## src/include/noc_macros.svh

```systemverilog
`ifndef NOC_MACROS_SVH
`define NOC_MACROS_SVH

// mesh dimensions, columns by rows
`define MESH_X    2
`define MESH_Y    2
`define COORD_W   2

`define FLIT_W    32
// input slots per port, also the reset credit count
`define BUF_DEPTH 4
`define CRD_W     3
`define PORT_NUM  5

`endif

```

## src/verilog/noc_flit_pkg.sv

```systemverilog
`include "noc_macros.svh"

package noc_flit_pkg;

  // routing fields sit at the top of the word
  typedef struct packed {
    logic [`COORD_W-1:0]            dest_x;
    logic [`COORD_W-1:0]            dest_y;
    logic [`COORD_W-1:0]            src_x;
    logic [`COORD_W-1:0]            src_y;
    logic [`FLIT_W-4*`COORD_W-1:0]  payload;
  } flit_head_t;

  // routers decode the head view, devices only see the raw word
  typedef union packed {
    flit_head_t          head;
    logic [`FLIT_W-1:0]  raw;
  } flit_t;

endpackage

```

## src/verilog/noc_port_pkg.sv

```systemverilog
`include "noc_macros.svh"

package noc_port_pkg;

  // north is +y, east is +x
  typedef enum logic [2:0] {N = 3'd0, S = 3'd1, E = 3'd2, W = 3'd3, L = 3'd4} io_port_t;

  // dimension order, x first
  function automatic io_port_t xy_route(input logic [`COORD_W-1:0] cur_x,
                                        input logic [`COORD_W-1:0] cur_y,
                                        input logic [`COORD_W-1:0] dst_x,
                                        input logic [`COORD_W-1:0] dst_y);
    io_port_t port;
    if (dst_x > cur_x) port = E;
    else if (dst_x < cur_x) port = W;
    else if (dst_y > cur_y) port = N;
    else if (dst_y < cur_y) port = S;
    else port = L;
    return port;
  endfunction

endpackage

```

## src/verilog/noc_input_buffer.sv

```systemverilog
`timescale 1ns/1ps
`include "noc_macros.svh"

module noc_input_buffer
  import noc_flit_pkg::*;
  import noc_port_pkg::*;
(
  input  logic      clk,
  input  logic      rst_n_i,
  input  logic      push_v_i,
  input  flit_t     push_flit_i,
  input  io_port_t  push_route_i,
  input  logic      pop_i,
  output logic      head_v_o,
  output flit_t     head_flit_o,
  output io_port_t  head_route_o,
  output logic      crd_v_o
);

  localparam int PTR_W = $clog2(`BUF_DEPTH);

  flit_t              flit_mem  [`BUF_DEPTH];
  io_port_t           route_mem [`BUF_DEPTH];
  logic [PTR_W-1:0]   wr_ptr;
  logic [PTR_W-1:0]   rd_ptr;
  logic [`CRD_W-1:0]  count;
  logic               do_pop;

  function automatic logic [PTR_W-1:0] ptr_inc(input logic [PTR_W-1:0] ptr);
    return (ptr == PTR_W'(`BUF_DEPTH - 1)) ? '0 : ptr + 1'b1;
  endfunction

  assign head_v_o     = (count != '0);
  assign head_flit_o  = flit_mem[rd_ptr];
  assign head_route_o = route_mem[rd_ptr];
  assign do_pop       = pop_i && head_v_o;

  always_ff @(posedge clk) begin
    if (push_v_i) begin
      flit_mem[wr_ptr]  <= push_flit_i;
      route_mem[wr_ptr] <= push_route_i;
    end
  end

  always_ff @(posedge clk or negedge rst_n_i) begin
    if (!rst_n_i) begin
      wr_ptr  <= '0;
      rd_ptr  <= '0;
      count   <= '0;
      crd_v_o <= 1'b0;
    end else begin
      // one slot freed, one credit back upstream next cycle
      crd_v_o <= do_pop;
      if (push_v_i) wr_ptr <= ptr_inc(wr_ptr);
      if (do_pop) rd_ptr <= ptr_inc(rd_ptr);
      case ({push_v_i, do_pop})
        2'b10:   count <= count + 1'b1;
        2'b01:   count <= count - 1'b1;
        default: ;
      endcase
    end
  end

endmodule

```

## src/verilog/noc_mesh_top.sv

```systemverilog
`timescale 1ns/1ps
`include "noc_macros.svh"

module noc_mesh_top
  import noc_flit_pkg::*;
  import noc_port_pkg::*;
(
  input  logic                               clk,
  input  logic                               rst_n_i,
  input  logic  [`MESH_X*`MESH_Y-1:0]  rx_flit_v_i,
  input  flit_t [`MESH_X*`MESH_Y-1:0]  rx_flit_i,
  output logic  [`MESH_X*`MESH_Y-1:0]  rx_lcrd_v_o,
  output logic  [`MESH_X*`MESH_Y-1:0]  tx_flit_v_o,
  output flit_t [`MESH_X*`MESH_Y-1:0]  tx_flit_o,
  input  logic  [`MESH_X*`MESH_Y-1:0]  tx_lcrd_v_i
);

  localparam int NODE_NUM = `MESH_X * `MESH_Y;

  logic     [NODE_NUM-1:0][`PORT_NUM-1:0] rx_v;
  flit_t    [NODE_NUM-1:0][`PORT_NUM-1:0] rx_flit;
  io_port_t [NODE_NUM-1:0][`PORT_NUM-1:0] rx_route;
  logic     [NODE_NUM-1:0][`PORT_NUM-1:0] rx_crd;
  logic     [NODE_NUM-1:0][`PORT_NUM-1:0] tx_v;
  flit_t    [NODE_NUM-1:0][`PORT_NUM-1:0] tx_flit;
  io_port_t [NODE_NUM-1:0][`PORT_NUM-1:0] tx_route;
  logic     [NODE_NUM-1:0][`PORT_NUM-1:0] tx_crd;

  for (genvar y = 0; y < `MESH_Y; y++) begin : gen_y
    for (genvar x = 0; x < `MESH_X; x++) begin : gen_x
      localparam int NID = y * `MESH_X + x;

      noc_router #(
        .NODE_X (x),
        .NODE_Y (y)
      ) u_router (
        .clk         (clk),
        .rst_n_i     (rst_n_i),
        .rx_flit_v_i (rx_v[NID]),
        .rx_flit_i   (rx_flit[NID]),
        .rx_route_i  (rx_route[NID]),
        .rx_lcrd_v_o (rx_crd[NID]),
        .tx_flit_v_o (tx_v[NID]),
        .tx_flit_o   (tx_flit[NID]),
        .tx_route_o  (tx_route[NID]),
        .tx_lcrd_v_i (tx_crd[NID])
      );

      // N of (x,y) and S of (x,y+1), both directions
      if (y < `MESH_Y - 1) begin : gen_link_ns
        assign rx_v[NID+`MESH_X][S]     = tx_v[NID][N];
        assign rx_flit[NID+`MESH_X][S]  = tx_flit[NID][N];
        assign rx_route[NID+`MESH_X][S] = tx_route[NID][N];
        assign tx_crd[NID][N]           = rx_crd[NID+`MESH_X][S];
        assign rx_v[NID][N]             = tx_v[NID+`MESH_X][S];
        assign rx_flit[NID][N]          = tx_flit[NID+`MESH_X][S];
        assign rx_route[NID][N]         = tx_route[NID+`MESH_X][S];
        assign tx_crd[NID+`MESH_X][S]   = rx_crd[NID][N];
      end else begin : gen_edge_n
        assign rx_v[NID][N]     = 1'b0;
        assign rx_flit[NID][N]  = '0;
        assign rx_route[NID][N] = N;
        assign tx_crd[NID][N]   = 1'b0;
      end
      if (y == 0) begin : gen_edge_s
        assign rx_v[NID][S]     = 1'b0;
        assign rx_flit[NID][S]  = '0;
        assign rx_route[NID][S] = N;
        assign tx_crd[NID][S]   = 1'b0;
      end

      // E of (x,y) and W of (x+1,y), both directions
      if (x < `MESH_X - 1) begin : gen_link_ew
        assign rx_v[NID+1][W]     = tx_v[NID][E];
        assign rx_flit[NID+1][W]  = tx_flit[NID][E];
        assign rx_route[NID+1][W] = tx_route[NID][E];
        assign tx_crd[NID][E]     = rx_crd[NID+1][W];
        assign rx_v[NID][E]       = tx_v[NID+1][W];
        assign rx_flit[NID][E]    = tx_flit[NID+1][W];
        assign rx_route[NID][E]   = tx_route[NID+1][W];
        assign tx_crd[NID+1][W]   = rx_crd[NID][E];
      end else begin : gen_edge_e
        assign rx_v[NID][E]     = 1'b0;
        assign rx_flit[NID][E]  = '0;
        assign rx_route[NID][E] = N;
        assign tx_crd[NID][E]   = 1'b0;
      end
      if (x == 0) begin : gen_edge_w
        assign rx_v[NID][W]     = 1'b0;
        assign rx_flit[NID][W]  = '0;
        assign rx_route[NID][W] = N;
        assign tx_crd[NID][W]   = 1'b0;
      end

      // local device port, its route is worked out inside the router
      assign rx_v[NID][L]     = rx_flit_v_i[NID];
      assign rx_flit[NID][L]  = rx_flit_i[NID];
      assign rx_route[NID][L] = L;
      assign rx_lcrd_v_o[NID] = rx_crd[NID][L];
      assign tx_flit_v_o[NID] = tx_v[NID][L];
      assign tx_flit_o[NID]   = tx_flit[NID][L];
      assign tx_crd[NID][L]   = tx_lcrd_v_i[NID];
    end
  end

endmodule

```

## src/verilog/noc_output_port.sv

```systemverilog
`timescale 1ns/1ps
`include "noc_macros.svh"

module noc_output_port
  import noc_flit_pkg::*;
  import noc_port_pkg::*;
(
  input  logic      clk,
  input  logic      rst_n_i,
  input  logic      send_v_i,
  input  flit_t     send_flit_i,
  input  io_port_t  send_route_i,
  input  logic      crd_ret_i,
  output logic      crd_avail_o,
  output logic      tx_v_o,
  output flit_t     tx_flit_o,
  output io_port_t  tx_route_o
);

  // free slots in the downstream buffer
  logic [`CRD_W-1:0] crd_cnt;

  assign crd_avail_o = (crd_cnt != '0);

  always_ff @(posedge clk or negedge rst_n_i) begin
    if (!rst_n_i) begin
      crd_cnt <= `CRD_W'(`BUF_DEPTH);
      tx_v_o  <= 1'b0;
    end else begin
      tx_v_o <= send_v_i;
      case ({send_v_i, crd_ret_i})
        2'b10:   crd_cnt <= crd_cnt - 1'b1;
        2'b01:   crd_cnt <= crd_cnt + 1'b1;
        default: ;
      endcase
    end
  end

  always_ff @(posedge clk) begin
    if (send_v_i) begin
      tx_flit_o  <= send_flit_i;
      tx_route_o <= send_route_i;
    end
  end

endmodule

```

## src/verilog/noc_route_alloc.sv

```systemverilog
`timescale 1ns/1ps
`include "noc_macros.svh"

module noc_route_alloc
  import noc_flit_pkg::*;
  import noc_port_pkg::*;
#(
  parameter int NODE_X = 0,
  parameter int NODE_Y = 0,
  localparam int PORT_W = $clog2(`PORT_NUM)
) (
  input  logic                              clk,
  input  logic                              rst_n_i,
  input  logic     [`PORT_NUM-1:0]              head_v_i,
  input  flit_t    [`PORT_NUM-1:0]              head_flit_i,
  input  io_port_t [`PORT_NUM-1:0]              head_route_i,
  input  logic     [`PORT_NUM-1:0]              crd_avail_i,
  output logic     [`PORT_NUM-1:0][PORT_W-1:0]  grant_o,
  output logic     [`PORT_NUM-1:0]              grant_v_o,
  output io_port_t [`PORT_NUM-1:0]              la_route_o
);

  localparam logic [`COORD_W-1:0] CUR_X = NODE_X[`COORD_W-1:0];
  localparam logic [`COORD_W-1:0] CUR_Y = NODE_Y[`COORD_W-1:0];

  // per output, the input index that has priority
  logic [`PORT_NUM-1:0][PORT_W-1:0] rr_ptr;

  always_comb begin : comb_arb
    int idx;
    for (int o = 0; o < `PORT_NUM; o++) begin
      grant_v_o[o] = 1'b0;
      grant_o[o]   = '0;
      for (int k = 0; k < `PORT_NUM; k++) begin
        idx = int'(rr_ptr[o]) + k;
        if (idx >= `PORT_NUM) idx = idx - `PORT_NUM;
        if (!grant_v_o[o] && crd_avail_i[o] && head_v_i[idx] &&
            head_route_i[idx] == io_port_t'(o)) begin
          grant_v_o[o] = 1'b1;
          grant_o[o]   = PORT_W'(idx);
        end
      end
    end
  end

  // route at the neighbour behind each output port
  always_comb begin : comb_la
    flit_t               win;
    logic [`COORD_W-1:0] nxt_x;
    logic [`COORD_W-1:0] nxt_y;
    for (int o = 0; o < `PORT_NUM; o++) begin
      win   = head_flit_i[grant_o[o]];
      nxt_x = CUR_X;
      nxt_y = CUR_Y;
      case (io_port_t'(o))
        N:       nxt_y = CUR_Y + 1'b1;
        S:       nxt_y = CUR_Y - 1'b1;
        E:       nxt_x = CUR_X + 1'b1;
        W:       nxt_x = CUR_X - 1'b1;
        default: ;
      endcase
      // the local output keeps this node, which resolves to L
      la_route_o[o] = xy_route(nxt_x, nxt_y, win.head.dest_x, win.head.dest_y);
    end
  end

  always_ff @(posedge clk or negedge rst_n_i) begin
    if (!rst_n_i) begin
      rr_ptr <= '0;
    end else begin
      for (int o = 0; o < `PORT_NUM; o++) begin
        if (grant_v_o[o]) begin
          rr_ptr[o] <= (grant_o[o] == PORT_W'(`PORT_NUM - 1)) ? '0 : grant_o[o] + 1'b1;
        end
      end
    end
  end

endmodule

```

## src/verilog/noc_router.sv

```systemverilog
`timescale 1ns/1ps
`include "noc_macros.svh"

module noc_router
  import noc_flit_pkg::*;
  import noc_port_pkg::*;
#(
  parameter int NODE_X = 0,
  parameter int NODE_Y = 0
) (
  input  logic                      clk,
  input  logic                      rst_n_i,
  input  logic     [`PORT_NUM-1:0]  rx_flit_v_i,
  input  flit_t    [`PORT_NUM-1:0]  rx_flit_i,
  input  io_port_t [`PORT_NUM-1:0]  rx_route_i,
  output logic     [`PORT_NUM-1:0]  rx_lcrd_v_o,
  output logic     [`PORT_NUM-1:0]  tx_flit_v_o,
  output flit_t    [`PORT_NUM-1:0]  tx_flit_o,
  output io_port_t [`PORT_NUM-1:0]  tx_route_o,
  input  logic     [`PORT_NUM-1:0]  tx_lcrd_v_i
);

  localparam int PORT_W = $clog2(`PORT_NUM);
  localparam logic [`COORD_W-1:0] CUR_X = NODE_X[`COORD_W-1:0];
  localparam logic [`COORD_W-1:0] CUR_Y = NODE_Y[`COORD_W-1:0];

  logic     [`PORT_NUM-1:0]              head_v;
  flit_t    [`PORT_NUM-1:0]              head_flit;
  io_port_t [`PORT_NUM-1:0]              head_route;
  io_port_t [`PORT_NUM-1:0]              push_route;
  logic     [`PORT_NUM-1:0]              pop;
  logic     [`PORT_NUM-1:0]              crd_avail;
  logic     [`PORT_NUM-1:0][PORT_W-1:0]  grant;
  logic     [`PORT_NUM-1:0]              grant_v;
  io_port_t [`PORT_NUM-1:0]              la_route;
  flit_t    [`PORT_NUM-1:0]              send_flit;

  // crossbar: winning head to its output, and pop the winners
  always_comb begin
    pop = '0;
    for (int o = 0; o < `PORT_NUM; o++) begin
      send_flit[o] = head_flit[grant[o]];
      if (grant_v[o]) pop[grant[o]] = 1'b1;
    end
  end

  for (genvar p = 0; p < `PORT_NUM; p++) begin : gen_port
    if (io_port_t'(p) == L) begin : gen_local_route
      // devices send no look-ahead, route from the destination here
      assign push_route[p] = xy_route(CUR_X, CUR_Y, rx_flit_i[p].head.dest_x,
                                      rx_flit_i[p].head.dest_y);
    end else begin : gen_link_route
      assign push_route[p] = rx_route_i[p];
    end

    noc_input_buffer u_ibuf (
      .clk          (clk),
      .rst_n_i      (rst_n_i),
      .push_v_i     (rx_flit_v_i[p]),
      .push_flit_i  (rx_flit_i[p]),
      .push_route_i (push_route[p]),
      .pop_i        (pop[p]),
      .head_v_o     (head_v[p]),
      .head_flit_o  (head_flit[p]),
      .head_route_o (head_route[p]),
      .crd_v_o      (rx_lcrd_v_o[p])
    );

    noc_output_port u_oport (
      .clk          (clk),
      .rst_n_i      (rst_n_i),
      .send_v_i     (grant_v[p]),
      .send_flit_i  (send_flit[p]),
      .send_route_i (la_route[p]),
      .crd_ret_i    (tx_lcrd_v_i[p]),
      .crd_avail_o  (crd_avail[p]),
      .tx_v_o       (tx_flit_v_o[p]),
      .tx_flit_o    (tx_flit_o[p]),
      .tx_route_o   (tx_route_o[p])
    );
  end

  noc_route_alloc #(
    .NODE_X (NODE_X),
    .NODE_Y (NODE_Y)
  ) u_alloc (
    .clk          (clk),
    .rst_n_i      (rst_n_i),
    .head_v_i     (head_v),
    .head_flit_i  (head_flit),
    .head_route_i (head_route),
    .crd_avail_i  (crd_avail),
    .grant_o      (grant),
    .grant_v_o    (grant_v),
    .la_route_o   (la_route)
  );

endmodule
```

## config.mk

```make
export PLATFORM = sky130hd
export DESIGN_NAME = noc_mesh_top
export DESIGN_NICKNAME = d
export VERILOG_FILES = /design/src/verilog/noc_flit_pkg.sv /design/src/verilog/noc_port_pkg.sv /design/src/verilog/noc_input_buffer.sv /design/src/verilog/noc_mesh_top.sv /design/src/verilog/noc_output_port.sv /design/src/verilog/noc_route_alloc.sv /design/src/verilog/noc_router.sv
export VERILOG_INCLUDE_DIRS = /design/src /design/src/include
export SDC_FILE = /design/constraint.sdc
export NUM_CORES = 2
export LEC_CHECK = 0
export BUFFER_PORTS_ARGS = -buffer_cell sky130_fd_sc_hd__buf_2
export CAP_MARGIN = 25
export CELL_PAD_IN_SITES_DETAIL_PLACEMENT = 0
export CELL_PAD_IN_SITES_GLOBAL_PLACEMENT = 2
export CORE_MARGIN = 2
export CORE_UTILIZATION = 49
export DETAILED_ROUTE_END_ITERATION = 10
export PLACE_DENSITY = 0.81
export SLEW_MARGIN = 20
export SYNTH_ARGS = -nofsm -noshare
export SYNTH_HDL_FRONTEND = slang
export SYNTH_HIERARCHICAL = 1
export SYNTH_SLANG_ARGS = --single-unit
```

## constraint.sdc

```tcl
create_clock -name clk -period 8.2 [get_ports clk]
set_clock_uncertainty 0.2 [all_clocks]
set_input_delay 0.41 -clock clk [delete_from_list [all_inputs] [get_ports clk]]
set_output_delay 0.41 -clock clk [all_outputs]
set_load 0.02 [all_outputs]
```

-- Yosys cells after proc, flatten, opt, wreduce, memory -nomap -nowiden
Memory sizes are Yosys's and may differ from the RTL's.
Cells that the tools add are included.
- logic and storage cells: 2548
- input port bits: 138
- bits in latches: 0
- bits in writable memories: 1680
- memories kept: 24
- bits in read-only memories: 0
- output and inout bits: 136
- register bits: 660
- memories (memory ; depth ; width ; read ports ; clocked after memory_dff ; wr ports ; RTL line ; RTL):
    gen_y[0].gen_x[0].u_router.gen_port[0].u_ibuf.flit_mem ; 4 ; 32 ; 1 ; 0 ; 1 ; noc_input_buffer.sv:22 ; flit_t flit_mem [`BUF_DEPTH];
    gen_y[0].gen_x[0].u_router.gen_port[2].u_ibuf.flit_mem ; 4 ; 32 ; 1 ; 0 ; 1 ; noc_input_buffer.sv:22 ;
    gen_y[0].gen_x[0].u_router.gen_port[4].u_ibuf.flit_mem ; 4 ; 32 ; 1 ; 0 ; 1 ; noc_input_buffer.sv:22 ;
    gen_y[0].gen_x[1].u_router.gen_port[0].u_ibuf.flit_mem ; 4 ; 32 ; 1 ; 0 ; 1 ; noc_input_buffer.sv:22 ;
    gen_y[0].gen_x[1].u_router.gen_port[3].u_ibuf.flit_mem ; 4 ; 32 ; 1 ; 0 ; 1 ; noc_input_buffer.sv:22 ;
    gen_y[0].gen_x[1].u_router.gen_port[4].u_ibuf.flit_mem ; 4 ; 32 ; 1 ; 0 ; 1 ; noc_input_buffer.sv:22 ;
    +18 memories ; -- ; -- ; -- ; -- ; -- ; -- ;
- reduce and logical (&&, ||, !) cells: 500
- equal/unequal tests: 172
- $lt $le $gt $ge: 288
- $add $sub $neg: 288
- div/mod/pow operators: 0
- multiply operators: 0
- muxes and demuxes: 1116
- shift-type cells: 0
- bitwise logic cells: 16
- operator list (kind ; number):
    2-to-1 mux 32 bit ; 112
    < comparator 32 x 5 -> 1 bit, second input constant ; 100
    binary-select mux 32 bit (select 3 bit) ; 12
    2-to-1 mux 3 bit ; 344
    binary-select mux 3 bit (select 3 bit) ; 100
    subtractor 4 x 3 -> 5 bit, second input constant ; 80
    2-to-1 mux 1 bit ; 352
    >= comparator 4 x 3 -> 1 bit, second input constant ; 80
    logical AND 1 bit ; 320
    binary-select mux 1 bit (select 3 bit) ; 100
    adder 3 x 2 -> 4 bit, second input constant ; 40
    case mux 3 bit (2 select lines) ; 24
    adder 3 x 1 -> 3 bit, second input constant ; 44
    == test 3 x 2 -> 1 bit, second input constant ; 40
    == test 3 bit, second input constant ; 40
    nonzero test 3 bit ; 40
    subtractor 3 x 1 -> 3 bit, second input constant ; 40
    2-to-1 mux 5 bit ; 20
    == test 2 bit, second input constant ; 48
    adder 3 x 1 -> 4 bit, second input constant ; 20
    adder 3 x 3 -> 4 bit, second input constant ; 20
    logical NOT 1 bit ; 80
    < comparator 3 x 4 -> 1 bit, second input constant ; 20
    OR 5 bit ; 16
    14 further kinds ; 288

-- Logic depth before layout (Yosys ltp)
- depth after elaboration: 44
- depth in mapped cells: 29
- depth with buffers taken out: 25

-- Modules after synthesis
Netlist, hierarchy kept.
- modules (own cells, without submodules) (module ; area each (um2) ; sequential area each (um2) ; times used ; cells each):
    noc_input_buffer ; 5557.8 ; 4404.2 ; 20 ; 223
    noc_output_port ; 1239.9 ; 1152.4 ; 20 ; 49
    noc_route_alloc at gen_y[0].gen_x[1].u_router.u_alloc ; 8056.5 ; 375.4 ; 1 ; 1081
    noc_route_alloc at gen_y[1].gen_x[1].u_router.u_alloc ; 7721.2 ; 375.4 ; 1 ; 1032
    noc_route_alloc at gen_y[1].gen_x[0].u_router.u_alloc ; 7633.6 ; 375.4 ; 1 ; 1036
    noc_route_alloc at gen_y[0].gen_x[0].u_router.u_alloc ; 7186.9 ; 375.4 ; 1 ; 995
    noc_router at gen_y[1].gen_x[1].u_router ; 6645.1 ; 0.0 ; 1 ; 830
    noc_router at gen_y[0].gen_x[1].u_router ; 6516.2 ; 0.0 ; 1 ; 793
    noc_router at gen_y[0].gen_x[0].u_router ; 6441.2 ; 0.0 ; 1 ; 794
    noc_router at gen_y[1].gen_x[0].u_router ; 6383.6 ; 0.0 ; 1 ; 785
    noc_mesh_top ; 7.5 ; 0.0 ; 1 ; 2

-- Least setup slack after synthesis
Ideal clock, no wire load.
- path type: reg2reg
- start: register gen_y[0].gen_x[0].u_router/u_alloc/rr_ptr[9] in the netlist's numbering
- end: register gen_y[0].gen_x[0].u_router.gen_port[0].u_ibuf.count[2]
- buffers on the path: 2
- cell stages (with the launch flop): 25
- clock period less this slack: 6.211 ns
- required time: 7.875 ns
- library setup time: 0.125 ns
- data arrival time: 5.886 ns
- slack: 1.989 ns
- cell sequence: dfrtp_1 clkbuf_1 clkinv_1 ha_1 inv_1 ha_1 clkbuf_1 o31a_1 o22ai_1 mux2_2 nor2_1 a21oi_1 a41oi_1 nand4_1 nor2b_1 a221oi_1 nand2_1 nand2_1 inv_1 ha_1 inv_1 fa_1 xor2_1 nor2_1 xor2_1
- elaborated cells between the ends (all ways): 96
- those cells by class: 9 x add/sub; 7 x order compare; 7 x eq/ne; 50 x mux; 2 x bitwise; 21 x reduce/logical
- RTL lines (item ; RTL line ; RTL):
    start: declaration ; noc_route_alloc.sv:27 ; logic [`PORT_NUM-1:0][PORT_W-1:0] rr_ptr;
    start signal: indexed assignment ; noc_route_alloc.sv:73 ; rr_ptr[o] <= (grant_o[o] == PORT_W'(`PORT_NUM - 1)) ? '0 : grant_o[o] + 1'b1;
    branches (longest 27 deep; another with subtractor 4 x 3 -> 5 bit) ; -- ;
    2-to-1 mux 1 bit * ; noc_route_alloc.sv:37 ; if (!grant_v_o[o] && crd_avail_i[o] && head_v_i[idx] &&
    named net gen_y[0].gen_x[0].u_router.grant_v[3] ; noc_router.sv:34 ; logic [`PORT_NUM-1:0] grant_v;
    2-to-1 mux 5 bit * ; noc_router.sv:43 ; if (grant_v[o]) pop[grant[o]] = 1'b1;
    OR 5 bit (no line) ; -- ;
    2-to-1 mux 5 bit * ; noc_router.sv:43 ;
    named net gen_y[0].gen_x[0].u_router.pop[0] ; noc_router.sv:31 ; logic [`PORT_NUM-1:0] pop;
    logical AND 1 bit * ; noc_input_buffer.sv:36 ; assign do_pop = pop_i && head_v_o;
    named net gen_y[0].gen_x[0].u_router.gen_port[0].u_ibuf.do_pop ; noc_input_buffer.sv:27 ; logic do_pop;
    == test 2 x 1 -> 1 bit or == test 2 bit (tied branches) ; noc_input_buffer.sv:56 ; case ({push_v_i, do_pop})
    case mux 3 bit (2 select lines) or nonzero test 2 bit (tied branches) ; -- ;
    end signal: assignment ; noc_input_buffer.sv:57 ; 2'b10: count <= count + 1'b1;
    end signal: assignment ; noc_input_buffer.sv:58 ; 2'b01: count <= count - 1'b1;
    end: declaration ; noc_input_buffer.sv:26 ; logic [`CRD_W-1:0] count;
Mark *: on every way through the listed nets, which the timed path passes. The select of a mux whose other input is x is not followed.
A chain may end at the register's enable or synchronous reset.

==> impl_metrics.tcl <==
set metrics [dict create \
    status "finished with violations" \
    violations "slew limit" \
    power.total_w 0.0765 \
    cts_buffers 362 \
    final-instance-count-excl-fill 17600 \
    cts_resized 0 \
    nets 13300 \
    max_freq_mhz 145 \
    fin_util_pct 55.9 \
    die_h_um 597 \
    io_pins 274 \
    wl_per_cell_um 27.8 \
    post_synth.cell_area_avg_um2 15.5 \
    period_needed_ns 6.92 \
    setup_viol 0 \
    cts_root_buf "clkbuf_16" \
    htree_levels 5 \
    cts.path.max_buffers 4 \
    place_ws_ns 1.29 \
    port_buffers 273 \
    regToRegStartpoint "gen_y[0].gen_x[0].u_router/u_alloc/rr_ptr[1]" \
    drt_wl_total_um 491000 \
    ant_nets 0 \
    cts_setup_buffers 0 \
    hold_viol_final 0 \
    worstPathRequired_ns 8.84 \
    cpPeakStageDelay_ns 0.62 \
    ff2ff_setup_slack_ns 1.28 \
    syn-cell-area_um2 172000 \
    dr.pass1.iters 6 \
    worstHoldPathCells 2 \
    cp_top_family "compound AO/OA/AOI/OAI gates" \
    die-area_um2 356000 \
    grt_pass1_wl_um 712000 \
    cts_sinks 3492 \
    finalMaxSlewViolations 1152 \
    cp_max_fo 21 \
    row_count 217 \
    cp_num_cells 24 \
    worstMarginPinSlew_ns 2.40 \
    tns_ns 0 \
    initial_utilization_pct 49.3 \
    fin_ws_ns 1.28 \
    globalRouteTotalUtil_pct 27.1 \
    drt_iter0_markers 10900 \
    r2r_cells 24 \
    slowest_stage "a211oi_1" \
    drc 0 \
    crit_type "reg -> reg" \
    cts_hold_buf 217 \
    power.density_nw_per_um2 392 \
    path_clk_slew_ns 0.06 \
    p_leak_nw 69.1 \
    crit_start "gen_y[0].gen_x[0].u_router/u_alloc/rr_ptr[1]" \
    grt_pass1_vias 103000 \
    startpoint_type "flop" \
    vias 106000 \
    hpwl_um 342000 \
    antenna_found_initial 77 \
    hold_path.class "in -> reg" \
    crit_arrival_ns 7.55 \
    path_cells "inv_1, ha_1, a211oi_1, nand2_1, nor4b_1, a2111oi_0, o32ai_1, a21o_1, nor4_1, nor3_1, buf_4, inv_2, buf_4, nor2_1, a22oi_1, nand2_1, nand2_1, inv_1, ha_1, inv_1, fa_1, xor2_1, nor2_1, xor2_1" \
    ir_drop_mv 0.469 \
    tritoncts "built" \
    fillCellCount 27500 \
    fin_crit_sh_pct 84.4 \
    gr-total-overflow 0 \
    placed_cells 16800 \
    drv_cap 0 \
    layout-drive-gt1-share_pct 17.4 \
    die_x_um 597 \
    gp_congestion 0.892 \
    yosysWarnings 6 \
    rsz0062_at_grt "false" \
    viasPerCell 6.00 \
    area_growth_pct 13.5 \
    worstSetupEndpointType "flop" \
    critical_path_buf_inv_count 6 \
    core_um2 349000 \
    grt_max_degree 107 \
    synthCells 11100 \
    slew_headroom_pct -59.7 \
    clock_latency_ns 0.97 \
]
[how the worst min path moves through the flow]
stage / startpoint / end
after floorplan: rst_n_i / asynchronous set/reset pin
after global placement: rst_n_i / gen_y[0].gen_x[1].u_router/u_alloc/rr_ptr[4]
after detailed placement: rst_n_i / gen_y[0].gen_x[1].u_router/u_alloc/rr_ptr[4]
after CTS: rx_flit_i[97] / flop
after global routing: rx_flit_i[54] / flop
final: rx_flit_i[107] / flop
[worst register-to-register path: stages (launching register included)]
cell and delay [ns]:
dfrtp_1 0.54, inv_1 0.30, ha_1 0.44, a211oi_1 0.63
nand2_1 0.29, nor4b_1 0.22, a2111oi_0 0.49, o32ai_1 0.27
a21o_1 0.23, nor4_1 0.27, nor3_1 0.08, buf_4 0.17
inv_2 0.41, buf_4 0.52, nor2_1 0.17, a22oi_1 0.19
nand2_1 0.21, nand2_1 0.21, inv_1 0.08, ha_1 0.21
inv_1 0.08, fa_1 0.18, xor2_1 0.17, nor2_1 0.08
xor2_1 0.15
[cell usage in the layout (no fill, tap or decap), types with 242 or more instances in the layout]
master,n
a21oi_1,295
buf_2,275
clkbuf_16,364
conb_1,1198
dfrtp_1,244
edfxtp_1,3208
ha_1,413
inv_1,379
mux2_2,320
mux2i_1,739
mux4_2,586
nand2_1,409
nor2_1,599
o21ai_0,242
[routing by layer]
metal | global-route usage (%) | part of all wire [%]
met1 | 39.5 | 43
met2 | 42.5 | 46
met3 | 4.09 | 8.0
met4 | 7.76 | 3.0
met5 | 0 | 0.016
[area by class of cell]
cell class | instances | area [um2] | area share (%)
Antenna cell | 19 | 47.5 | 0.0243
Clock buffer | 448 | 9520 | 4.88
Clock inverter | 209 | 2220 | 1.14
Inverter | 411 | 1550 | 0.795
Multi-Input combinational cell | 7771 | 67500 | 34.5
Sequential cell | 3492 | 103000 | 53.0
Tap cell | 4599 | 5750 | 2.95
Timing Repair Buffer | 699 | 5310 | 2.72
[per-stage QoR]
step	instance area, um2	hold slack (ns)
final	195000	0.0572
after detailed placement	181000	0.163
after global routing	195000	0.0343
after CTS	195000	0.000114
after global placement	181000	0.156
after floorplan	177000	-0.0856
[report_power, final]
part	leakage [nW]	internal, W	switching, W	total (W)
Sequential	32.8	0.0230	0.00134	0.0244
Clock	5.68	0.00922	0.00706	0.0163
Combinational	30.6	0.0129	0.0230	0.0359
Total	69.1	0.0452	0.0314	0.0765
[sequential cells by signal, indices dropped and copies added, names as in the netlist]
| register | flops |
|---|---|
| gen_y.gen_x.u_router/gen_port.u_ibuf/count | 60 |
| gen_y.gen_x.u_router/gen_port.u_ibuf/crd_v_o | 12 |
| gen_y.gen_x.u_router/gen_port.u_ibuf/flit_mem | 2560 |
| gen_y.gen_x.u_router/gen_port.u_ibuf/rd_ptr | 40 |
| gen_y.gen_x.u_router/gen_port.u_ibuf/route_mem | 240 |
| gen_y.gen_x.u_router/gen_port.u_ibuf/wr_ptr | 40 |
| gen_y.gen_x.u_router/gen_port.u_oport/crd_cnt | 60 |
| gen_y.gen_x.u_router/gen_port.u_oport/tx_flit_o | 384 |
| gen_y.gen_x.u_router/gen_port.u_oport/tx_route_o | 24 |
| gen_y.gen_x.u_router/gen_port.u_oport/tx_v_o | 12 |
| gen_y.gen_x.u_router/u_alloc/rr_ptr | 60 |
(Power assumes the default switching activity.)
